## src/source/dnoc_pkg.sv

```systemverilog
`default_nettype none

package dnoc_pkg;

    // flit and memory word width used by the compute node
    localparam int DEFAULT_FLIT_WIDTH = 256;

    // words per ping or pong bank
    localparam int DEFAULT_BANK_DEPTH = 16;

    // which half of the ping-pong memory
    typedef enum logic {
        BANK_PING = 1'b0,
        BANK_PONG = 1'b1
    } bank_sel_e;

    // core-side reader
    typedef enum logic {
        RD_IDLE   = 1'b0,
        RD_STREAM = 1'b1
    } rd_state_e;

    // noc-side writer, fill means part of a packet is already stored
    typedef enum logic {
        WR_IDLE = 1'b0,
        WR_FILL = 1'b1
    } wr_state_e;

endpackage

`default_nettype wire

```

## src/source/core_rd_reader.sv

```systemverilog
`default_nettype none

module core_rd_reader #(
    parameter int  FLIT_WIDTH = dnoc_pkg::DEFAULT_FLIT_WIDTH,
    parameter int  BANK_DEPTH = dnoc_pkg::DEFAULT_BANK_DEPTH,
    localparam int ADDR_W     = $clog2(BANK_DEPTH),
    localparam int LEN_W      = ADDR_W + 1
) (
    input  wire                        clk,
    input  wire                        rst_i,

    input  wire  [1:0]                 bank_full_i,
    input  wire  [1:0][LEN_W-1:0]      bank_len_i,
    input  wire  [FLIT_WIDTH-1:0]      rd_data_i,

    output logic                       rd_en_o,
    output dnoc_pkg::bank_sel_e        rd_bank_o,
    output logic [ADDR_W-1:0]          rd_addr_o,
    output logic                       rd_done_o,

    // core input, no ready on this side
    output logic [FLIT_WIDTH-1:0]      core_in_data_o,
    output logic                       core_in_valid_o,
    output logic                       core_in_last_o
);

    import dnoc_pkg::*;

    rd_state_e          state;
    bank_sel_e          cur_bank;
    logic [ADDR_W-1:0]  rd_addr;
    logic               rd_last;

    // final word of the stored packet
    assign rd_last = (LEN_W'(rd_addr) + LEN_W'(1)) == bank_len_i[cur_bank];

    assign rd_en_o   = (state == RD_STREAM);
    assign rd_bank_o = cur_bank;
    assign rd_addr_o = rd_addr;
    assign rd_done_o = (state == RD_STREAM) & rd_last;

    always_ff @(posedge clk) begin
        if (rst_i) begin
            state    <= RD_IDLE;
            cur_bank <= BANK_PING;
            rd_addr  <= '0;
        end else begin
            case (state)
                RD_IDLE: begin
                    if (bank_full_i[cur_bank]) begin
                        state   <= RD_STREAM;
                        rd_addr <= '0;
                    end
                end
                RD_STREAM: begin
                    if (rd_last) begin
                        // bank goes back to the writer, follow it to the other one
                        state    <= RD_IDLE;
                        cur_bank <= (cur_bank == BANK_PING) ? BANK_PONG : BANK_PING;
                    end else begin
                        rd_addr <= rd_addr + ADDR_W'(1);
                    end
                end
                default: state <= RD_IDLE;
            endcase
        end
    end

    // strobes delayed to match the memory read latency
    always_ff @(posedge clk) begin
        if (rst_i) begin
            core_in_valid_o <= 1'b0;
            core_in_last_o  <= 1'b0;
        end else begin
            core_in_valid_o <= rd_en_o;
            core_in_last_o  <= rd_done_o;
        end
    end

    assign core_in_data_o = rd_data_i;

    // every read targets a bank that still holds its packet
    a_rd_from_full : assert property (
        @(posedge clk) disable iff (rst_i)
        rd_en_o |-> bank_full_i[cur_bank]
    );

endmodule

`default_nettype wire

```

## config.mk

```make
export PLATFORM = sky130hd
export DESIGN_NAME = core_rd_reader
export DESIGN_NICKNAME = d
export VERILOG_FILES = /design/src/source/dnoc_pkg.sv /design/src/source/core_rd_reader.sv
export SDC_FILE = /design/constraint.sdc
export NUM_CORES = 1
export LEC_CHECK = 0
export BUFFER_PORTS_ARGS = -buffer_cell sky130_fd_sc_hd__buf_2
export CORE_AREA = 10 10 197 199
export CTS_CLUSTER_DIAMETER = 120
export CTS_CLUSTER_SIZE = 16
export DETAILED_ROUTE_END_ITERATION = 7
export DIE_AREA = 0 0 207 209
export PLACE_DENSITY_LB_ADDON = 0.15
export SLEW_MARGIN = 10
export SYNTH_ARGS = -nofsm -noshare
export SYNTH_HDL_FRONTEND = slang
export SYNTH_SLANG_ARGS = --single-unit
export TNS_END_PERCENT = 20
```

## constraint.sdc

```tcl
create_clock -name clk -period 2.63 [get_ports clk]
set_input_delay 0.263 -clock clk [delete_from_list [all_inputs] [get_ports clk]]
set_output_delay 0.263 -clock clk [all_outputs]
set_load 0.01 [all_outputs]
```

After elaboration in Yosys (flattened, before gate mapping)
Cells that the tools add are included.
{"block": "word_totals", "in_bits": 270, "reg_bits": 8, "word_cells": 26, "output_inout_bits": 265}
{"block": "op_classes", "addsub": 2, "reduce_logical": 2, "bitwise_logic": 2, "magnitude_cmp": 1, "eq_ne": 3, "mux": 11}
{"operator": "2-to-1 mux 5 bit", "n": 2}
{"operator": "2-to-1 mux 4 bit", "n": 2}
{"operator": "one-hot mux 4 bit (2 select lines)", "n": 1}
{"operator": "adder 4 x 1 -> 5 bit, second input constant", "n": 1}
{"operator": "equality test 5 bit", "n": 1}
{"operator": "2-to-1 mux 1 bit", "n": 5}
{"operator": "adder 4 x 1 -> 4 bit, second input constant", "n": 1}
{"operator": "!= test 2 bit, second input constant", "n": 2}
{"operator": "AND reduction 2 bit", "n": 2}
{"operator": "less-than comparator 1 x 2 -> 1 bit, second input constant", "n": 1}
{"operator": "one-hot mux 1 bit (2 select lines)", "n": 1}
{"operator": "bitwise AND 1 bit", "n": 1}
{"operator": "inverter 1 bit", "n": 1}

Depth between registers and ports, before layout
Gate-level depths: netlist (run 1).
{"block": "depth", "ltp_word": 5, "depth_mapped": 6, "ltp_nobuf": 6}

Worst setup path after synthesis (run 1)
OpenSTA, ideal clock, no wires.
{"block": "synth_timing", "path_kind": "register to output", "startpoint": "reg rd_addr[0], in the netlist rd_addr_o[0]", "endpoint": "out rd_done_o", "required_time_ps": 2367, "slack_ps": 700, "arrival_ps": 1667, "n_path_buf": 0, "stages_incl_launch_ff": 7, "path_cell_list": "dfxtp_1 > ha_1 > xnor2_1 > xnor2_1 > nand4_1 > or2_2 > nor2_1"}
{"block": "synth_via", "elab_chain_cells": 3}
{"element": "start: declaration", "line": "core_rd_reader.sv:31", "source": "logic [ADDR_W-1:0] rd_addr;"}
{"element": "start signal: assignment", "line": "core_rd_reader.sv:61", "source": "rd_addr <= rd_addr + ADDR_W'(1);"}
{"element": "adder 4 x 1 -> 5 bit", "line": "core_rd_reader.sv:35", "source": "assign rd_last = (LEN_W'(rd_addr) + LEN_W'(1)) == bank_len_i[cur_bank];"}
{"element": "equality test 5 bit", "line": "core_rd_reader.sv:35"}
{"element": "bitwise AND 1 bit", "line": "core_rd_reader.sv:40", "source": "assign rd_done_o = (state == RD_STREAM) & rd_last;"}
{"element": "end: declaration", "line": "core_rd_reader.sv:19", "source": "output logic rd_done_o,"}
Every way passes these cells.

Final worst setup path (run 1)
{"block": "layout_timing", "startpoint": "reg cur_bank, in the netlist rd_bank_o", "endpoint": "out rd_done_o"}
{"block": "layout_via", "elab_chain_cells": 4}
{"element": "start: declaration", "line": "core_rd_reader.sv:30", "source": "bank_sel_e cur_bank;"}
{"element": "start signal: assignment", "line": "core_rd_reader.sv:59", "source": "cur_bank <= (cur_bank == BANK_PING) ? BANK_PONG : BANK_PING;"}
{"element": "2-to-1 mux 5 bit (implied by the code) (2 in a row)", "line": "core_rd_reader.sv:35"}
{"element": "equality test 5 bit", "line": "core_rd_reader.sv:35"}
{"element": "bitwise AND 1 bit", "line": "core_rd_reader.sv:40"}
Every way passes these cells. The select of a mux whose other input is x is not followed.

==> flow_summary.toml, run 1 <==
[run_status]
outcome = "complete, no violations"

[route]
wl_per_cell_um = 13.9
drt-total-wl_um = 7530
dr_total_vias = 931
drcViolationCount = 0
avgViaCountPerCell = 1.72
antenna_left = 0
drt_iter0_drc = 8
dr.pass1.iters = 2

[placement]
place_congestion = 0.631
port_buffers = 22
pre_cts_ws_ns = 0.552
dpl-instance-area_um2 = 1200
dp_hpwl_um = 6440

[synth]
ys_seq_area_frac = 0.0656
netlist_instances = 313
yosysWarnings = 0
synth_edf_count = 0
synth.avg_cell_area_um2 = 7.80
synth-main-ff-cell = "dfxtp_1"
synthesis.nets = 584
synthDistinctLibCells = 29
synth_area_um2 = 2440
ys_ff_latch = 8
synthArstFlopShare = 0

[global_routing]
gr-total-overflow = 0
grt_max_degree = 13
antenna_found_initial = 0
grt_pass1_wl_um = 9600
grt_pass1_vias = 1083
gr-usage-all-layers = 0.0321

[setup_path]
timing.rr.end = "rd_addr_o[2]"
slowest_delay_ns = 0.55
r2r_start = "rd_bank_o"
setup.worst_path.end_class = "output pin"
cp_top_family = "flip-flops"
startpoint_type = "register"
critPathRequiredTime_ns = 2.37
crit_type = "register to output pin"
cpMaxStageDelayCell = "dfxtp_1"
cp.buffers_inverters = 1
rrSetupSlack_ns = 0.67
worst-path-stages = 6
arrival_ns = 2.07
reg2regPathDepth = 5
path_cells = "mux2i_1 > xnor2_1 > xnor2_2 > or2_2 > nor2_1 > buf_2"
worst-path-max-fanout = 9

[floorplanning]
die_x_um = 207
io_pins = 535
fp-row-count = 69
coreArea_um2 = 35100
die_h_um = 209
start_util = 0.0696
dieArea_um2 = 43300

[sta]
clock.fmax_mhz = 429
finalMaxSlewViolations = 0
worst_slew_pin_slew_ns = 0.423
rsz0062_at_grt = "false"
fin_setup_tns_ns = 0
post-route-period-util = 0.886
setup_ws_ns = 0.300
skew_ns = 0.0103
slew_headroom = 0.715
setup_viol = 0
post-route-min-period_ns = 2.33
report.final.hold_viol_count = 0

[layout]
fin_util = 0.0363
final_common_cell = "buf_2"
area_delta_synth_final_pct = -47.8
diodes = 0
final_area_um2 = 1270
fin_nets = 354
final_cell_mix = "22 x buf_2, 8 x dfxtp_1, 6 x mux2i_1, 5 x xnor2_1, 4 x nor2_1"
layout-drive-gt1-share = 0.346

[clock_tree]
cts_hold_buf = 0
cts_root_buf = "clkbuf_16"
clk_latency_ns = 0.24
cts.sinks = 8
clk_pin_slew_ns = 0.05
cts_buffers = 3
post_cts_resized = 0
max-clock-path-buffers = 2
postCtsSetupRepairBufs = 0
ctsHtreeMaxLevel = 1
cts_tree = "built"

[worst_hold_path]
holdPathEnd = "rd_en_o"
hold_depth = 2
min-delay-start = "rst_i"
hold_class = "input pin to register"

[flow_run]
maxCapViolCount = 0

[pwr]
power_density_nw_per_um2 = 362
leakage_nw = 0.300
vdd.ir_drop.worst_mv = 0.145
[power by group]
part           leakage, nW  switching, mW  internal, mW  total, mW
clock network       0.0370         0.0733         0.197      0.271
registers           0.0652        0.00564         0.126      0.132
logic                0.198         0.0332        0.0249     0.0581
[per-stage QoR]
| stage | cells | hold WS, ns | total power, mW |
|---|---|---|---|
| after floorplan | 313 | 0.567 | 0.564 |
| after global placement | 539 | 0.526 | 0.195 |
| after detailed placement | 539 | 0.526 | 0.194 |
| after CTS | 542 | 0.372 | 0.467 |
| after global routing | 542 | 0.430 | 0.478 |
| final | 542 | 0.369 | 0.461 |
[flip-flops by register name, indices dropped and copies added (netlist names)]
register / cells
core_in_last_o: 1
core_in_valid_o: 1
rd_addr_o: 4
rd_bank_o: 1
rd_en_o: 1
[logic make-up after synthesis]
group	share of synthesized area
and+or+nand+nor	0.0456
DFF	0.0656
buffers and inverters	0.798
AOI/OAI and AO/OA	0.0323
adders and majority gates	0.00513
xor gates and xnor gates	0.0282
muxes	0.0246
[cell type report]
cell class                      count  area [um^2]
Timing Repair Buffer               23          118
Sequential cell                     8          160
Fill cell                        4214        33800
Inverter                            3         11.3
Clock buffer                        3         75.1
Tap cell                          461          577
Multi-Input combinational cell     44          332
[routing by layer]
layer | up-vias | global-route usage | wire (um)
met5 | - | 0 | 0
met4 | 0 | 0.0458 | 930
met3 | 125 | 0.0388 | 2090
met2 | 233 | 0.0476 | 3290
met1 | 317 | 0.0136 | 1220
li1 | 256 | - | -
[Yosys cell counts (all sizes together), types with 2 or more instances]
cell,count,area (um^2)
buf,257,1930
dfxtp,8,160
mux2i,6,60.1
xnor2,6,60.1
nor2,4,15.0
nor2b,3,18.8
nor3,3,15.0
o31ai,3,22.5
a32o,2,20.0
inv,2,7.51
nand3,2,10.0
o21ai,2,10.0
[worst max-delay path by stage]
stage	startpoint	endpoint	slack, ns
after CTS	rd_bank_o	rd_done_o	0.29
after global placement	rd_bank_o	rd_done_o	0.57
after floorplan	rd_addr_o[0]	rd_done_o	0.70
after detailed placement	rd_bank_o	rd_done_o	0.55
after global routing	rd_bank_o	rd_done_o	0.13
final	rd_bank_o	rd_done_o	0.30
[worst reg2reg max path: stages (launching register included)]
cell and delay, ns:
dfxtp_1 0.55, mux2i_1 0.29, xnor2_1 0.13, xnor2_2 0.36, o21ai_0 0.17, a311o_1 0.35
Power figures use the tool's default switching activity.
==> run 2: changes to the inputs <==
--- a/config.mk
+++ b/config.mk
@@ -6,12 +6,13 @@
 export NUM_CORES = 1
 export LEC_CHECK = 0
 export BUFFER_PORTS_ARGS = -buffer_cell sky130_fd_sc_hd__buf_2
-export CORE_AREA = 10 10 197 199
+export CORE_AREA = 10 10 199 201
 export CTS_CLUSTER_DIAMETER = 120
 export CTS_CLUSTER_SIZE = 16
 export DETAILED_ROUTE_END_ITERATION = 7
-export DIE_AREA = 0 0 207 209
+export DIE_AREA = 0 0 209 211
 export PLACE_DENSITY_LB_ADDON = 0.15
+export REMOVE_ABC_BUFFERS = 1
 export SLEW_MARGIN = 10
 export SYNTH_ARGS = -nofsm -noshare
 export SYNTH_HDL_FRONTEND = slang
==> constraint.sdc (replaced) <==
create_clock -name clk -period 2.65 [get_ports clk]
set_input_delay 0.265 -clock clk [delete_from_list [all_inputs] [get_ports clk]]
set_output_delay 0.265 -clock clk [all_outputs]
set_load 0.01 [all_outputs]
==> flow_summary.toml, run 2 (synthesis gave the netlist of run 1 again) <==
[placement]
pre_cts_ws_ns = 0.483
place_congestion = 1.33
port_buffers = 22
dp_hpwl_um = 72300

[route]
drcViolationCount = 0
wl_per_cell_um = 135
dr.pass1.iters = 4
drt_iter0_drc = 287
dr_total_vias = 1655
drt-total-wl_um = 73100
avgViaCountPerCell = 3.05
antenna_left = 0

[sta]
finalMaxSlewViolations = 0
clock.fmax_mhz = 427
slew_headroom = 0.714
report.final.hold_viol_count = 0
setup_viol = 0
worst_slew_pin_slew_ns = 0.428
post-route-min-period_ns = 2.34
post-route-period-util = 0.884
fin_setup_tns_ns = 0
setup_ws_ns = 0.309
skew_ns = 0.00241
rsz0062_at_grt = "false"

[floorplanning]
start_util = 0.0689
dieArea_um2 = 44100
io_pins = 535
die_x_um = 209
coreArea_um2 = 35400
die_h_um = 211
fp-row-count = 69

[layout]
area_delta_synth_final_pct = -47.5
layout-drive-gt1-share = 0.354
largest_register_ffs = 4
fin_nets = 355
n_fill_cell = 4232
diodes = 0
final_common_cell = "buf_2"
final_cell_mix = "22 x buf_2, 8 x dfxtp_1, 6 x mux2i_1, 5 x xnor2_1, 4 x nor2_1"
regArea_um2 = 160
multi_input_area_um2 = 332

[global_routing]
gr-usage-all-layers = 0.316
grt_pass1_vias = 1313
grt_pass1_wl_um = 77200
antenna_found_initial = 0
gr-total-overflow = 0
grt_max_degree = 13

[clock_tree]
ctsHtreeMaxLevel = 1
max-clock-path-buffers = 2
clk_latency_ns = 0.23
cts_hold_buf = 0
postCtsSetupRepairBufs = 0
clk_pin_slew_ns = 0.04
cts_tree = "built"
cts_root_buf = "clkbuf_16"
cts.sinks = 8
cts_buffers = 3
post_cts_resized = 0

[setup_path]
arrival_ns = 2.08
startpoint_type = "register"
worst-path-max-fanout = 9
crit_type = "register to output pin"
setup.worst_path.end_class = "output pin"
critPathRequiredTime_ns = 2.38

[worst_hold_path]
hold_class = "input pin to register"

[pwr]
power_density_nw_per_um2 = 355
vdd.ir_drop.worst_mv = 0.216
leakage_nw = 0.305

[flow_run]
maxCapViolCount = 0

[run_status]
outcome = "complete, no violations"
==> run 2: cell count changes in the layout (fill, tap and decap cells not counted) <==
cell / change
buf_4: +1
==> run 2: path summary, 6_finish.rpt <==
kind | startpoint | end | slack [ns] | cells after the start
setup / recovery | rd_bank_o | rd_done_o | 0.31 | 6
hold / removal | rst_i | rd_en_o | 0.38 | 2
setup reg to reg | rd_bank_o | rd_bank_o | 0.65 | 6
hold reg to reg | rd_en_o | rd_addr_o[0] | 0.60 | 1
==> run 2: stage by stage <==
| stage | power (mW) | std cells | cell area, um^2 | hold slack (ns) | util |
|---|---|---|---|---|---|
| 2_1_floorplan | 0.160 | 55 | 503 | 0.334 | - |
| 3_3_place_gp | 0.196 | 540 | 1200 | 0.533 | 0.0340 |
| 3_5_place_dp | 0.194 | 540 | 1200 | 0.533 | 0.0340 |
| 4_1_cts | 0.465 | 543 | 1280 | 0.383 | 0.0362 |
| 5_1_grt | 0.473 | 543 | 1280 | 0.402 | 0.0362 |
| 6_report | 0.454 | 543 | 1280 | 0.380 | 0.0362 |
==> run 2: layout make-up <==
cell class	instances	area share
repair buffers	24	0.0978
well taps	461	0.451
flip-flops and latches	8	0.125
multi-input cells	44	0.259
clock buffers	3	0.0587
inverters	3	0.00880
==> run 2: layer usage <==
metal | GRT usage | part of all wire | vias up
li1 | - | - | 262
met1 | 0.0300 | 0.042 | 539
met2 | 0.598 | 0.53 | 748
met3 | 0.512 | 0.33 | 80
met4 | 0.201 | 0.077 | 26
met5 | 0.203 | 0.016 | -
==> run 2: report_power, final <==
part	internal [mW]	switching (mW)
registers	0.125	0.00595
clock network	0.196	0.0682
logic	0.0257	0.0334
total	0.347	0.108
==> run 2: critical path, cell delays in order, from the launching register on <==
cell and delay [ns]:
dfxtp_1 0.57, mux2i_1 0.30, xor2_1 0.16, nand4_1 0.14
or2_2 0.35, nor2_1 0.15, buf_2 0.16
