$ cat src/source/dnoc_pkg.sv
`default_nettype none

package dnoc_pkg;

    // flit and memory word width used by the compute node
    localparam int DEFAULT_FLIT_WIDTH = 256;

    // words per ping or pong bank
    localparam int DEFAULT_BANK_DEPTH = 16;

    // which half of the ping-pong memory
    typedef enum logic {
        BANK_PING = 1'b0,
        BANK_PONG = 1'b1
    } bank_sel_e;

    // core-side reader
    typedef enum logic {
        RD_IDLE   = 1'b0,
        RD_STREAM = 1'b1
    } rd_state_e;

    // noc-side writer, fill means part of a packet is already stored
    typedef enum logic {
        WR_IDLE = 1'b0,
        WR_FILL = 1'b1
    } wr_state_e;

endpackage

`default_nettype wire

$ cat src/source/noc_in_writer.sv
`default_nettype none

module noc_in_writer #(
    parameter int  FLIT_WIDTH = dnoc_pkg::DEFAULT_FLIT_WIDTH,
    parameter int  BANK_DEPTH = dnoc_pkg::DEFAULT_BANK_DEPTH,
    localparam int ADDR_W     = $clog2(BANK_DEPTH),
    localparam int LEN_W      = ADDR_W + 1
) (
    input  wire                        clk,
    input  wire                        rst_i,

    input  wire  [FLIT_WIDTH-1:0]      node_out_flit_i,
    input  wire                        node_out_valid_i,
    input  wire                        node_out_last_i,
    input  wire  [1:0]                 bank_full_i,
    output logic                       node_out_ready_o,

    output logic                       wr_en_o,
    output dnoc_pkg::bank_sel_e        wr_bank_o,
    output logic [ADDR_W-1:0]          wr_addr_o,
    output logic [FLIT_WIDTH-1:0]      wr_data_o,
    output logic                       wr_done_o,
    output logic [LEN_W-1:0]           wr_len_o
);

    import dnoc_pkg::*;

    bank_sel_e          cur_bank;
    logic [LEN_W-1:0]   wr_cnt;
    logic               accept;

    // only stall when the bank we fill next is still owned by the reader
    // or while the node is held in reset
    assign node_out_ready_o = ~rst_i & ~bank_full_i[cur_bank];
    assign accept           = node_out_valid_i & node_out_ready_o;

    assign wr_en_o   = accept;
    assign wr_bank_o = cur_bank;
    assign wr_data_o = node_out_flit_i;
    // counter restarts at word 0 for every packet
    assign wr_addr_o = wr_cnt[ADDR_W-1:0];
    assign wr_done_o = accept & node_out_last_i;
    assign wr_len_o  = wr_cnt + LEN_W'(1);

    always_ff @(posedge clk) begin
        if (rst_i) begin
            cur_bank <= BANK_PING;
            wr_cnt   <= '0;
        end else if (accept) begin
            if (node_out_last_i) begin
                // packet closed, the other bank takes the next one
                wr_cnt   <= '0;
                cur_bank <= (cur_bank == BANK_PING) ? BANK_PONG : BANK_PING;
            end else begin
                wr_cnt <= wr_cnt + LEN_W'(1);
            end
        end
    end

    // a packet must fit in one bank
    a_pkt_fits_bank : assert property (
        @(posedge clk) disable iff (rst_i)
        accept |-> (wr_cnt < LEN_W'(BANK_DEPTH))
    );

endmodule

`default_nettype wire

$ cat config.mk
export PLATFORM = sky130hd
export DESIGN_NAME = noc_in_writer
export DESIGN_NICKNAME = d
export VERILOG_FILES = /design/src/source/dnoc_pkg.sv /design/src/source/noc_in_writer.sv
export SDC_FILE = /design/constraint.sdc
export NUM_CORES = 1
export LEC_CHECK = 0
export BUFFER_PORTS_ARGS = -buffer_cell sky130_fd_sc_hd__buf_2
export CAP_MARGIN = 25
export CORE_AREA = 2 2 208 210
export CTS_BUF_LIST = sky130_fd_sc_hd__clkbuf_8
export CTS_CLUSTER_SIZE = 28
export DETAILED_ROUTE_END_ITERATION = 16
export DIE_AREA = 0 0 210 212
export REMOVE_ABC_BUFFERS = 1
export SYNTH_ARGS = -nofsm -noshare
export SYNTH_HDL_FRONTEND = slang
export SYNTH_SLANG_ARGS = --single-unit
$ cat constraint.sdc
create_clock -name clk -period 1.5 [get_ports clk]
set_input_delay 0.15 -clock clk [delete_from_list [all_inputs] [get_ports clk]]
set_output_delay 0.15 -clock clk [all_outputs]
set_load 0.01 [all_outputs]
Word-level counts from Yosys, hierarchy flattened
Index checks and enable logic that the tools add are counted.
Operators by class
  add/sub/neg operators: 1
  magnitude comparators: 1
  muxes and demuxes: 4
  reductions and logical operators: 1
  bitwise operators: 5
Operators by type and width (count)
  adder 5 x 1 -> 5 bit, second input constant: 1
  2-to-1 mux 5 bit: 1
  bitwise AND 1 bit: 3
  2-to-1 mux 1 bit: 3
  less-than comparator 1 x 2 -> 1 bit, second input constant: 1
  inverter 1 bit: 2
  AND reduction 2 bit: 1
Word-level totals
  output and inout bits: 269
  bits in registers: 6
  word-level logic and storage cells: 14
  bits of input ports: 262

Logic depth before layout (Yosys ltp)
Gate-level depths: netlist of the first run.
  depth in word-level cells: 6
  gate-level depth with buffers: 4
  mapped depth without buffers: 4

Worst setup path after synthesis of the first run
OpenSTA, ideal clock, no wires.
  path type: reg-to-reg
  start: register cur_bank (netlist: wr_bank_o)
  end: register wr_cnt[0]
  arrival: 1277 ps
  setup slack: 152 ps
  clock period less this slack: 1348 ps
  setup time: 70 ps
  required time: 1430 ps
  stages on the path, launching flop included: 4
  buffers on the path: 0
  path through: dfxtp_1 > mux2_4 > or4_1 > a21oi_1
On the way
  cells in the longest elaborated chain, start to end: 5
RTL lines
  start, declared: RTL line noc_in_writer.sv:28  | bank_sel_e cur_bank;
  start signal, assigned: RTL line noc_in_writer.sv:53  | cur_bank <= (cur_bank == BANK_PING) ? BANK_PONG : BANK_PING;
  2-to-1 mux 1 bit (not written as such) (2 in a row): RTL line noc_in_writer.sv:34  | assign node_out_ready_o = ~rst_i & ~bank_full_i[cur_bank];
  inverter 1 bit: RTL line noc_in_writer.sv:34
  bitwise AND 1 bit: RTL line noc_in_writer.sv:34
  bitwise AND 1 bit: RTL line noc_in_writer.sv:35  | assign accept = node_out_valid_i & node_out_ready_o;
  end signal, assigned: RTL line noc_in_writer.sv:55  | wr_cnt <= wr_cnt + LEN_W'(1);
  end, declared: RTL line noc_in_writer.sv:29  | logic [LEN_W-1:0] wr_cnt;
No other way between the ends. The select of a mux whose other input is x is not followed.
A chain may end at the register's enable or synchronous reset.

Final worst setup path of the first run
  start: register cur_bank (netlist: wr_bank_o)
  end: output port wr_done_o
On the way
  cells in the longest elaborated chain, start to end: 6
RTL lines
  2-to-1 mux 1 bit (not written as such) (2 in a row): RTL line noc_in_writer.sv:34
  inverter 1 bit: RTL line noc_in_writer.sv:34
  bitwise AND 1 bit: RTL line noc_in_writer.sv:34
  bitwise AND 1 bit: RTL line noc_in_writer.sv:35
  bitwise AND 1 bit: RTL line noc_in_writer.sv:42  | assign wr_done_o = accept & node_out_last_i;
  end, declared: RTL line noc_in_writer.sv:22  | output logic wr_done_o,
No other way between the ends. The select of a mux whose other input is x is not followed.

==> key figures, run 1 <==
Pwr
  – Reg power frac: 32.3%
  – P_int: 0.374 mW
  – Comb pwr share: 17.5%
  – Clock Power Share: 50.2%
  – Switching Power: 0.143 mW
  – Sw Ratio: 27.7%
  – Lkg Pwr: 0.273 nW
  – Pwr Density: 414 nW/um2
  – Peak supply drop: 0.000214 V

Cells and area
  – Commonest non-fill, non-tap cell in the layout: buf_2
  – Synthesis-to-layout area growth: -45.6%
  – Fillers: 5026
  – Commonest cells after routing, fill and taps aside: buf_2, buf_4, inv_1
  – Multi-input logic area: 233 um2
  – Nets: 330
  – # diodes: 0
  – Non-Filler Instances: 611
  – Design Area, Final: 1250 um2
  – Register Area: 130 um2
  – Share of cells above drive strength 1: 56.9%

Timing
  – Period utilization: 99.7%
  – RSZ-0062 raised after global routing: true
  – Maximum clock rate: 0.669 GHz
  – Max-slew violations: 0
  – Hold slack: 0.203 ns
  – Clock Skews: 0.00420 ns
  – Worst-Margin Slew: 0.346 ns
  – Final Setup Violations: 0
  – Slew margin rel.: 76.7%
  – Period minus WS final: 1.50 ns
  – Final Hold Violating Endpoints: 0
  – Setup slack after layout: 0.00452 ns

Synth
  – Post-synth top area share: 85.0%
  – Yosys reg bits: 6
  – Syn Inst Count: 299
  – Count of different cell masters after synthesis: 23
  – Area contributors post-synth: buf_4, dfxtp_1, a32o_1, xnor2_1, inv_1
  – Seq/Total Area, Yosys: 5.23%
  – Synth warnings: 0
  – Mapped Area: 2300 um2
  – Post-synthesis average cell area: 7.68 um2
  – Cell accounting for the most synthesized area: buf_4

Clocking
  – TritonCTS Sinks: 6
  – TritonCTS Buffers: 3
  – Clk Tree Root Cell: clkbuf_8
  – Worst-Skew Late Latency: 0.23 ns
  – Clk buf depth: 2
  – Worst-path clk slew: 0.04 ns
  – H-tree depth: 1
  – CTS tree: done

Drt
  – 1st-iter DRT viols: 336
  – Final WL: 73.5 mm
  – Via/cell ratio: 2.78
  – Via count: 1701
  – DR DRC count: 0
  – Number of routed nets with antenna violations: 0
  – Detailed Routing Iterations Pass 1: 4
  – Routed len/inst: 120 um

Floorplan
  – # IOs: 531
  – Die area: 44500 um2
  – Initial core utilization: 5.40%
  – Core Area: 42500 um2
  – Die Span X: 210 um
  – Die Y: 212 um
  – Cell row count: 76

Critical path
  – Beginning of the critical path: wr_bank_o
  – Setup Crit Path Kind: flop to output pin
  – Critical Path AT: 1.35 ns
  – Worst r2r src: wr_cnt[1]
  – Crit start category: flop
  – Critical-path maximum fanout: 6
  – Crit end category: output pin
  – Critical Path RT: 1.35 ns
  – Cells on worst reg2reg path: 6

Global route
  – Initial antenna violation count: 2
  – Total gr overflow: 0
  – First-pass GRT wire length: 76.4 mm
  – Largest net degree at the start of global routing: 10
  – Number of global-route vias before repair: 1125
  – GR Util All Layers: 32.1%

Worst hold path
  – Hold Path Class: primary input to flop
  – WHS Path Cells: 2
  – Min-Delay Startpoint: rst_i

Run
  – Max cap viols: 0

Placement
  – HPWL Detailed: 72.6 mm
  – Dpl cells: 606
  – DP Area: 1140 um2
  – RePlAce Congestion: 1.28
  – Port Buffer Count: 18
  – Pre-CTS WS: 0.120 ns

Outcome
  – Status: finished, final reports clean
==> power groups by stage <==
stage               Sequential (mW)  Combinational [mW]  Clock [mW]
floorplan                     0.172              0.0302           0
global placement              0.170              0.0790           0
detailed placement            0.170              0.0777           0
CTS                           0.168              0.0809       0.258
global route                  0.168              0.0973       0.268
finish                        0.167              0.0904       0.259
==> Yosys cell counts <==
master,n
a311oi_1,1
buf_4,260
nand3_1,2
and3_1,1
o21ai_0,2
inv_1,4
a21oi_1,2
nand2_1,1
a31o_2,1
nor2_1,4
a32o_1,3
nor4_1,1
xor2_1,1
xnor2_1,2
buf_1,1
dfxtp_1,6
or4_1,1
mux2_4,1
nor4b_1,1
ha_1,1
nand4b_1,1
mux2i_1,1
o211ai_1,1
==> metal layers <==
metal  track usage (%)  vias up  wire length (um)
li1                  -      198                 -
met2              59.6      848             38100
met3              51.2      120             24200
met5              23.4        -              1340
met1              2.94      503              3100
met4              23.6       32              6800
==> worst paths after layout <==
path / endpoint / slack [ns]
worst min register to register: wr_cnt[1] / 0.52
worst max-delay path: wr_done_o / 0.005
worst max register to register: wr_cnt[4] / 0.14
worst min-delay path: wr_cnt[0] / 0.20
==> final cells by class <==
| type | instances | share of cell area (%) |
|---|---|---|
| clock buffers | 3 | 3.30 |
| well taps | 546 | 54.7 |
| inverters | 4 | 1.20 |
| repair buffers | 24 | 11.8 |
| flip-flops and latches | 6 | 10.4 |
| multi-input cells | 28 | 18.6 |
==> stage by stage <==
step | setup TNS (ns) | total power [mW] | utilization [%]
floorplan | 0 | 0.203 | -
global placement | 0 | 0.249 | 2.69
CTS | 0 | 0.506 | 2.83
detailed placement | 0 | 0.248 | 2.69
global route | -0.0528 | 0.534 | 2.94
finish | 0 | 0.517 | 2.94
==> critical path: stages (launching register included) <==
cell,delay (ns)
dfxtp_4,0.37
mux2_4,0.34
nor2_4,0.09
and3_4,0.19
buf_6,0.11
==> timing repair <==
| action | CTS | global route |
|---|---|---|
| endpoints found under the setup margin | 3 | 4 |
| gates resized for setup | 7 | 8 |
| setup buffers | 0 | 2 |
| pin swaps | 0 | 1 |
| hold buffers | 0 | 0 |
| cloned | 0 | 0 |
==> sequential cells by signal (all words and copies together) (netlist names) <==
| register | cells |
|---|---|
| wr_cnt | 5 |
| wr_bank_o | 1 |
==> logic make-up after synthesis <==
kind of cell    count (synthesis)  share of synthesized area, %
mux                             2                          1.09
simple gates                   12                          2.89
fa+ha+maj                       1                         0.545
flops                           6                          5.23
buf+inv                       265                          85.8
xor+xnor                        3                          1.14
compound gates                 10                          3.27
Power figures use the tool's default switching activity.
==> run 2: changes to the inputs <==
Settings changed: BUFFER_PORTS_ARGS -buffer_cell sky130_fd_sc_hd__buf_2 to unset, CORE_AREA 2 2 208 210 to 2 2 204 206, DIE_AREA 0 0 210 212 to 0 0 206 208, DONT_BUFFER_PORTS set to 1.
==> run 2 against run 1 <==
Compared with the run above:
- design area is 0.30% lower
- global-route usage increased by 1.0 points
- critical path type unchanged
- wire length is 0.66% lower
- maximum frequency grew 3.5%
- worst hold slack worse by 0.13 ns
- critical path depth unchanged
- first-iteration DRC count fell by 11%
- clock power shrank 5%
- setup slack better by 0.051 ns
- register-to-register slack better by 0.07 ns
==> key figures, run 2 (synthesis results as in run 1) <==
Outcome
  – Status: finished, final reports clean

Cells and area
  – # diodes: 0 (unchanged)
  – Synthesis-to-layout area growth: -45.7%
  – Max FFs per register: 5 (unchanged)
  – Non-Filler Instances: 592 (-3.1%)
  – Share of cells above drive strength 1: 48.3% (-8.6 points)
  – Commonest cells after routing, fill and taps aside: buf_4, dfxtp_1, inv_1
  – Commonest non-fill, non-tap cell in the layout: buf_4
  – Nets: 325 (-1.5%)
  – Biggest register: wr_cnt

Drt
  – Number of routed nets with antenna violations: 0 (unchanged)
  – Final WL: 73.0 mm (-0.66%)
  – Via/cell ratio: 2.63 (-5.7%)
  – Routed len/inst: 123 um (+2.5%)
  – Via count: 1554 (-8.6%)
  – Detailed Routing Iterations Pass 1: 4 (unchanged)
  – 1st-iter DRT viols: 300 (-11%)
  – DR DRC count: 0 (unchanged)

Critical path
  – Beginning of the critical path: wr_cnt[0]
  – Critical-path maximum fanout: 3 (-3)
  – Setup Crit Path Kind: flop to output pin
  – Crit start category: flop
  – Crit end category: output pin
  – Critical Path AT: 1.29 ns (-0.06 ns)
  – Cells on worst reg2reg path: 3 (-3)
  – Worst r2r src: wr_bank_o
  – Critical Path RT: 1.35 ns (about the same)

Clocking
  – Worst-Skew Late Latency: 0.22 ns (about the same)
  – CTS tree: done
  – Clk buf depth: 2 (unchanged)
  – Clk Tree Root Cell: clkbuf_8
  – TritonCTS Buffers: 3 (unchanged)
  – TritonCTS Sinks: 6 (unchanged)
  – Setup Fix Bufs, Post-CTS: 0 (unchanged)
  – Worst-path clk slew: 0.04 ns (about the same)
  – H-tree depth: 1 (unchanged)

Timing
  – Period minus WS final: 1.44 ns (-0.0507 ns)
  – Setup TNS Final: 0 ns (unchanged)
  – RSZ-0062 raised after global routing: false
  – Setup slack after layout: 0.0552 ns (+0.0507 ns)
  – Final Setup Violations: 0 (unchanged)
  – Final Hold Violating Endpoints: 0 (unchanged)
  – Clock Skews: 0.000105 ns (-0.00409 ns)
  – Period utilization: 96.3% (-3.4 points)
  – Max-slew violations: 0 (unchanged)
  – Maximum clock rate: 0.692 GHz (+3.5%)
  – Worst-Margin Slew: 0.262 ns (-0.0840 ns)
  – Slew margin rel.: 82.3% (+5.6 points)

Worst hold path
  – Hold Path Class: primary input to flop
  – Min-Delay Startpoint: node_out_last_i
  – WHS Path Cells: 1 (-1)

Placement
  – HPWL Detailed: 72.2 mm (-0.50%)
  – Port Buffer Count: 0 (-18)
  – RePlAce Congestion: 1.30 (+1.4%)
  – Dpl cells: 588 (-3.0%)
  – Pre-CTS WS: 0.110 ns (-0.00983 ns)

Global route
  – First-pass GRT wire length: 75.8 mm (-0.75%)
  – Initial antenna violation count: 0 (-2)
  – Total gr overflow: 0 (unchanged)
  – GR Util All Layers: 33.1% (+1.0 points)
  – Largest net degree at the start of global routing: 9 (-1)
  – Number of global-route vias before repair: 1046 (-7.0%)

Pwr
  – Peak supply drop: 0.000307 V (+44%)
  – Pwr Density: 398 nW/um2 (-3.7%)
  – Pwr Total: 0.497 mW (-3.9%)
  – Lkg Pwr: 0.277 nW (+1.7%)

Floorplan
  – Die Y: 208 um (-1.9%)
  – # IOs: 531 (unchanged)
  – Core Area: 40600 um2 (-4.6%)
  – Cell row count: 74 (-2.6%)
  – Die Span X: 206 um (-1.9%)
  – Die area: 42800 um2 (-3.8%)
  – Initial core utilization: 5.66% (+0.26 points)

Run
  – Max cap viols: 0 (unchanged)
## run 2: cell count changes in the layout (fill, tap and decap cells not counted), moves of 2 or more
cell / previous run / this run
buf_2: 16 / 0
buf_4: 6 / 17
dfxtp_1: 2 / 5
dfxtp_4: 2 / 0
xnor2_1: 2 / 0
xnor2_2: 0 / 2
## run 2: critical path: stages (launching register included)
cell and delay, ns:
dfxtp_1 0.36, ha_1 0.20, buf_4 0.17, xor2_4 0.19, buf_4 0.15
## run 2: timing repair
| item | CTS | global route |
|---|---|---|
| endpoints found under the hold margin | 2 | 0 |
| hold buffers | 1 | 0 |
| setup endpoints to repair | 3 | 3 |
| resized for setup | 5 | 5 |
| pin swaps | 0 | 1 |
## run 2: area by class of cell
cell class	count	area, um2
inverters	4	15.0
well taps	532	666
repair buffers	19	149
multi-input cells	28	254
fillers	4885	39300
clock buffers	3	41.3
flip-flops and latches	6	121
## run 2: power by group
part	internal (mW)	leakage [nW]	total (mW)	switching, mW
clock	0.173	0.0216	0.245	0.0726
combinational	0.0411	0.207	0.0831	0.0420
sequential	0.164	0.0490	0.168	0.00370
## run 2: worst paths after layout
check / to / slack, ns
setup / recovery: wr_len_o[2] / 0.06
hold / removal: wr_bank_o / 0.08
setup reg to reg: wr_cnt[0] / 0.21
hold reg to reg: wr_cnt[4] / 0.56
## run 2: per-stage QoR
| stage | util (%) | area [um2] | hold WS [ns] |
|---|---|---|---|
| global route | 3.07 | 1250 | 0.0761 |
| detailed placement | 2.81 | 1140 | 0.222 |
| floorplan | - | 340 | 0.219 |
| finish | 3.07 | 1250 | 0.0753 |
| global placement | 2.81 | 1140 | 0.223 |
| CTS | 3.02 | 1230 | 0.0744 |
## run 2: metal layers
| metal | vias up | wire length (um) | share of wire, % | track usage, % |
|---|---|---|---|---|
| met4 | 34 | 4760 | 6.5 | 16.7 |
| met5 | - | 1440 | 2.0 | 25.7 |
| li1 | 191 | - | - | - |
| met3 | 77 | 24000 | 33 | 52.9 |
| met1 | 440 | 2630 | 3.6 | 2.26 |
| met2 | 812 | 40200 | 55 | 64.8 |
==> run 3: changes to the inputs <==
Settings changed: REMOVE_ABC_BUFFERS 1 to unset.
==> run 3 against run 2 <==
Compared with the run above:
- global-route usage shrank 29 points
- wire length fell by 87%
- critical path depth is 1 lower
- register-to-register slack about the same
- count of clock-buffer cells in the layout did not move
- via count fell by 49%
- sequential cell count is the same
- clock skew rose by 0.0024 ns
- first-iteration DRC count fell by 90%
==> key figures, run 3 (synthesis results as in run 1) <==
Cells and area
  – Commonest cells after routing, fill and taps aside: buf_4, dfxtp_1, inv_1
  – Biggest register: wr_cnt
  – # diodes: 0 (unchanged)
  – Max FFs per register: 5 (unchanged)
  – Share of cells above drive strength 1: 42.1% (-6.2 points)
  – Design Area, Final: 1190 um2 (-4.4%)
  – Fin util: 2.94% (-0.14 points)
  – Nets: 322 (-0.92%)
  – Commonest non-fill, non-tap cell in the layout: buf_4
  – Synthesis-to-layout area growth: -48.1%

Clocking
  – CTS tree: done
  – Worst-path clk slew: 0.04 ns (about the same)
  – TritonCTS Sinks: 6 (unchanged)
  – Clk Tree Root Cell: clkbuf_8
  – Clk buf depth: 2 (unchanged)
  – Worst-Skew Late Latency: 0.22 ns (about the same)
  – TritonCTS Buffers: 3 (unchanged)
  – H-tree depth: 1 (unchanged)

Drt
  – 1st-iter DRT viols: 31 (-90%)
  – Final WL: 9.43 mm (-87%)
  – Number of routed nets with antenna violations: 0 (unchanged)
  – Detailed Routing Iterations Pass 1: 4 (unchanged)
  – Via count: 799 (-49%)
  – Via/cell ratio: 1.36 (-48%)
  – Routed len/inst: 16.0 um (-87%)
  – DR DRC count: 0 (unchanged)

Timing
  – Period utilization: 94.4% (-1.9 points)
  – Period minus WS final: 1.42 ns (-0.0282 ns)
  – Final Hold Violating Endpoints: 0 (unchanged)
  – RSZ-0062 raised after global routing: false
  – Worst-Margin Slew: 0.287 ns (+0.0251 ns)
  – Hold slack: 0.0786 ns (+0.00335 ns)
  – Setup TNS Final: 0 ns (unchanged)
  – Maximum clock rate: 0.706 GHz (+2.0%)
  – Clock Skews: 0.00251 ns (+0.00240 ns)
  – Final Setup Violations: 0 (unchanged)
  – Slew margin rel.: 80.6% (-1.7 points)
  – Max-slew violations: 0 (unchanged)

Critical path
  – CP cell instances: mux2_4, nor2_1, and3_1
  – CP max stage cell: dfxtp_4
  – Buf/Inv on CP: 0 (-2)
  – Critical Path RT: 1.35 ns (about the same)
  – Crit end category: output pin
  – Critical Path AT: 1.27 ns (-0.02 ns)
  – CP peak stage delay: 0.36 ns (about the same)
  – Flop2flop setup slack: 0.21 ns (about the same)
  – CP top delay family: flip-flops
  – Cells on worst reg2reg path: 3 (unchanged)
  – Critical-path maximum fanout: 5 (+2)
  – Reg2reg end: wr_cnt[0]
  – Worst r2r src: wr_bank_o
  – Setup Crit Path Kind: flop to output pin
  – Crit start category: flop

Pwr
  – Pwr Total: 0.477 mW (-4.0%)
  – Peak supply drop: 0.000357 V (+16%)
  – Lkg Pwr: 0.247 nW (-11%)
  – Pwr Density: 400 nW/um2 (+0.48%)

Global route
  – Total gr overflow: 0 (unchanged)
  – Initial antenna violation count: 0 (unchanged)
  – GR Util All Layers: 4.03% (-29 points)
  – First-pass GRT wire length: 10.5 mm (-86%)
  – Number of global-route vias before repair: 922 (-12%)
  – Largest net degree at the start of global routing: 9 (unchanged)

Floorplan
  – # IOs: 531 (unchanged)
  – Die Y: 208 um (unchanged)
  – Die area: 42800 um2 (unchanged)
  – Initial core utilization: 5.66% (unchanged)
  – Cell row count: 74 (unchanged)
  – Core Area: 40600 um2 (unchanged)
  – Die Span X: 206 um (unchanged)

Placement
  – RePlAce Congestion: 0.530 (-59%)
  – Port Buffer Count: 0 (unchanged)
  – HPWL Detailed: 8.14 mm (-89%)
  – DP Area: 1120 um2 (-2.0%)

Run
  – Max cap viols: 0 (unchanged)

Worst hold path
  – Hold Path Class: primary input to flop
  – Worst hold path endpoint: wr_bank_o
  – Min-Delay Startpoint: node_out_last_i
  – WHS Path Cells: 1 (unchanged)

Outcome
  – Status: finished, final reports clean

Synth
  – Net Count, Synth: 562
## run 3: changes by cell type in the layout (fill, tap and decap cells not counted), sizes merged
cell	previous run	this run
buf	18	15
## run 3: repair_timing
| item | in CTS | in global routing |
|---|---|---|
| pin swaps | 0 | 1 |
| buffers inserted | 0 | 0 |
| hold endpoints to repair | 2 | 0 |
| setup endpoints to repair | 1 | 2 |
| hold buffers | 1 | 0 |
| gates resized for setup | 2 | 4 |
## run 3: metal layers
layer	vias to the layer above	part of all wire, %	global-route usage, %	wire length [um]
li1	185	-	-	-
met3	162	28	4.32	2650
met4	0	18	7.66	1740
met1	226	18	2.27	1740
met2	226	35	4.67	3300
met5	-	0	0	0
## run 3: worst max path at each step
stage	startpoint	endpoint	slack [ns]	depth (start not counted)
2_1_floorplan	wr_bank_o	wr_cnt[0]	0.15	3
3_3_place_gp	wr_bank_o	wr_cnt[0]	0.17	3
3_5_place_dp	wr_bank_o	wr_en_o	0.14	5
4_1_cts	wr_bank_o	wr_en_o	0.001	5
5_1_grt	wr_bank_o	wr_en_o	0.001	5
6_report	wr_bank_o	wr_done_o	0.08	3
## run 3: report_power, final
part	internal [mW]	switching (mW)
clock	0.172	0.0684
combinational	0.0329	0.0360
sequential	0.164	0.00368
total	0.369	0.108
## run 3: area by class of cell
cell class                      count  area (um2)
Fill cell                        4880       39400
Tap cell                          532         666
Multi-Input combinational cell     28         223
Sequential cell                     6         124
Timing Repair Buffer               16         123
Clock buffer                        3        41.3
Inverter                            4        15.0
## run 3: worst register-to-register path: stages, from the launching register on
cell,delay (ns)
dfxtp_4,0.36
mux2_4,0.33
or4_1,0.40
a21oi_1,0.12
## run 3: metrics by stage
| stage | std cells | worst slack, ns |
|---|---|---|
| after CTS | 589 | 0.00129 |
| after floorplan | 299 | 0.152 |
| final | 589 | 0.0835 |
| after detailed placement | 585 | 0.137 |
| after global routing | 589 | 0.00121 |
| after global placement | 585 | 0.170 |
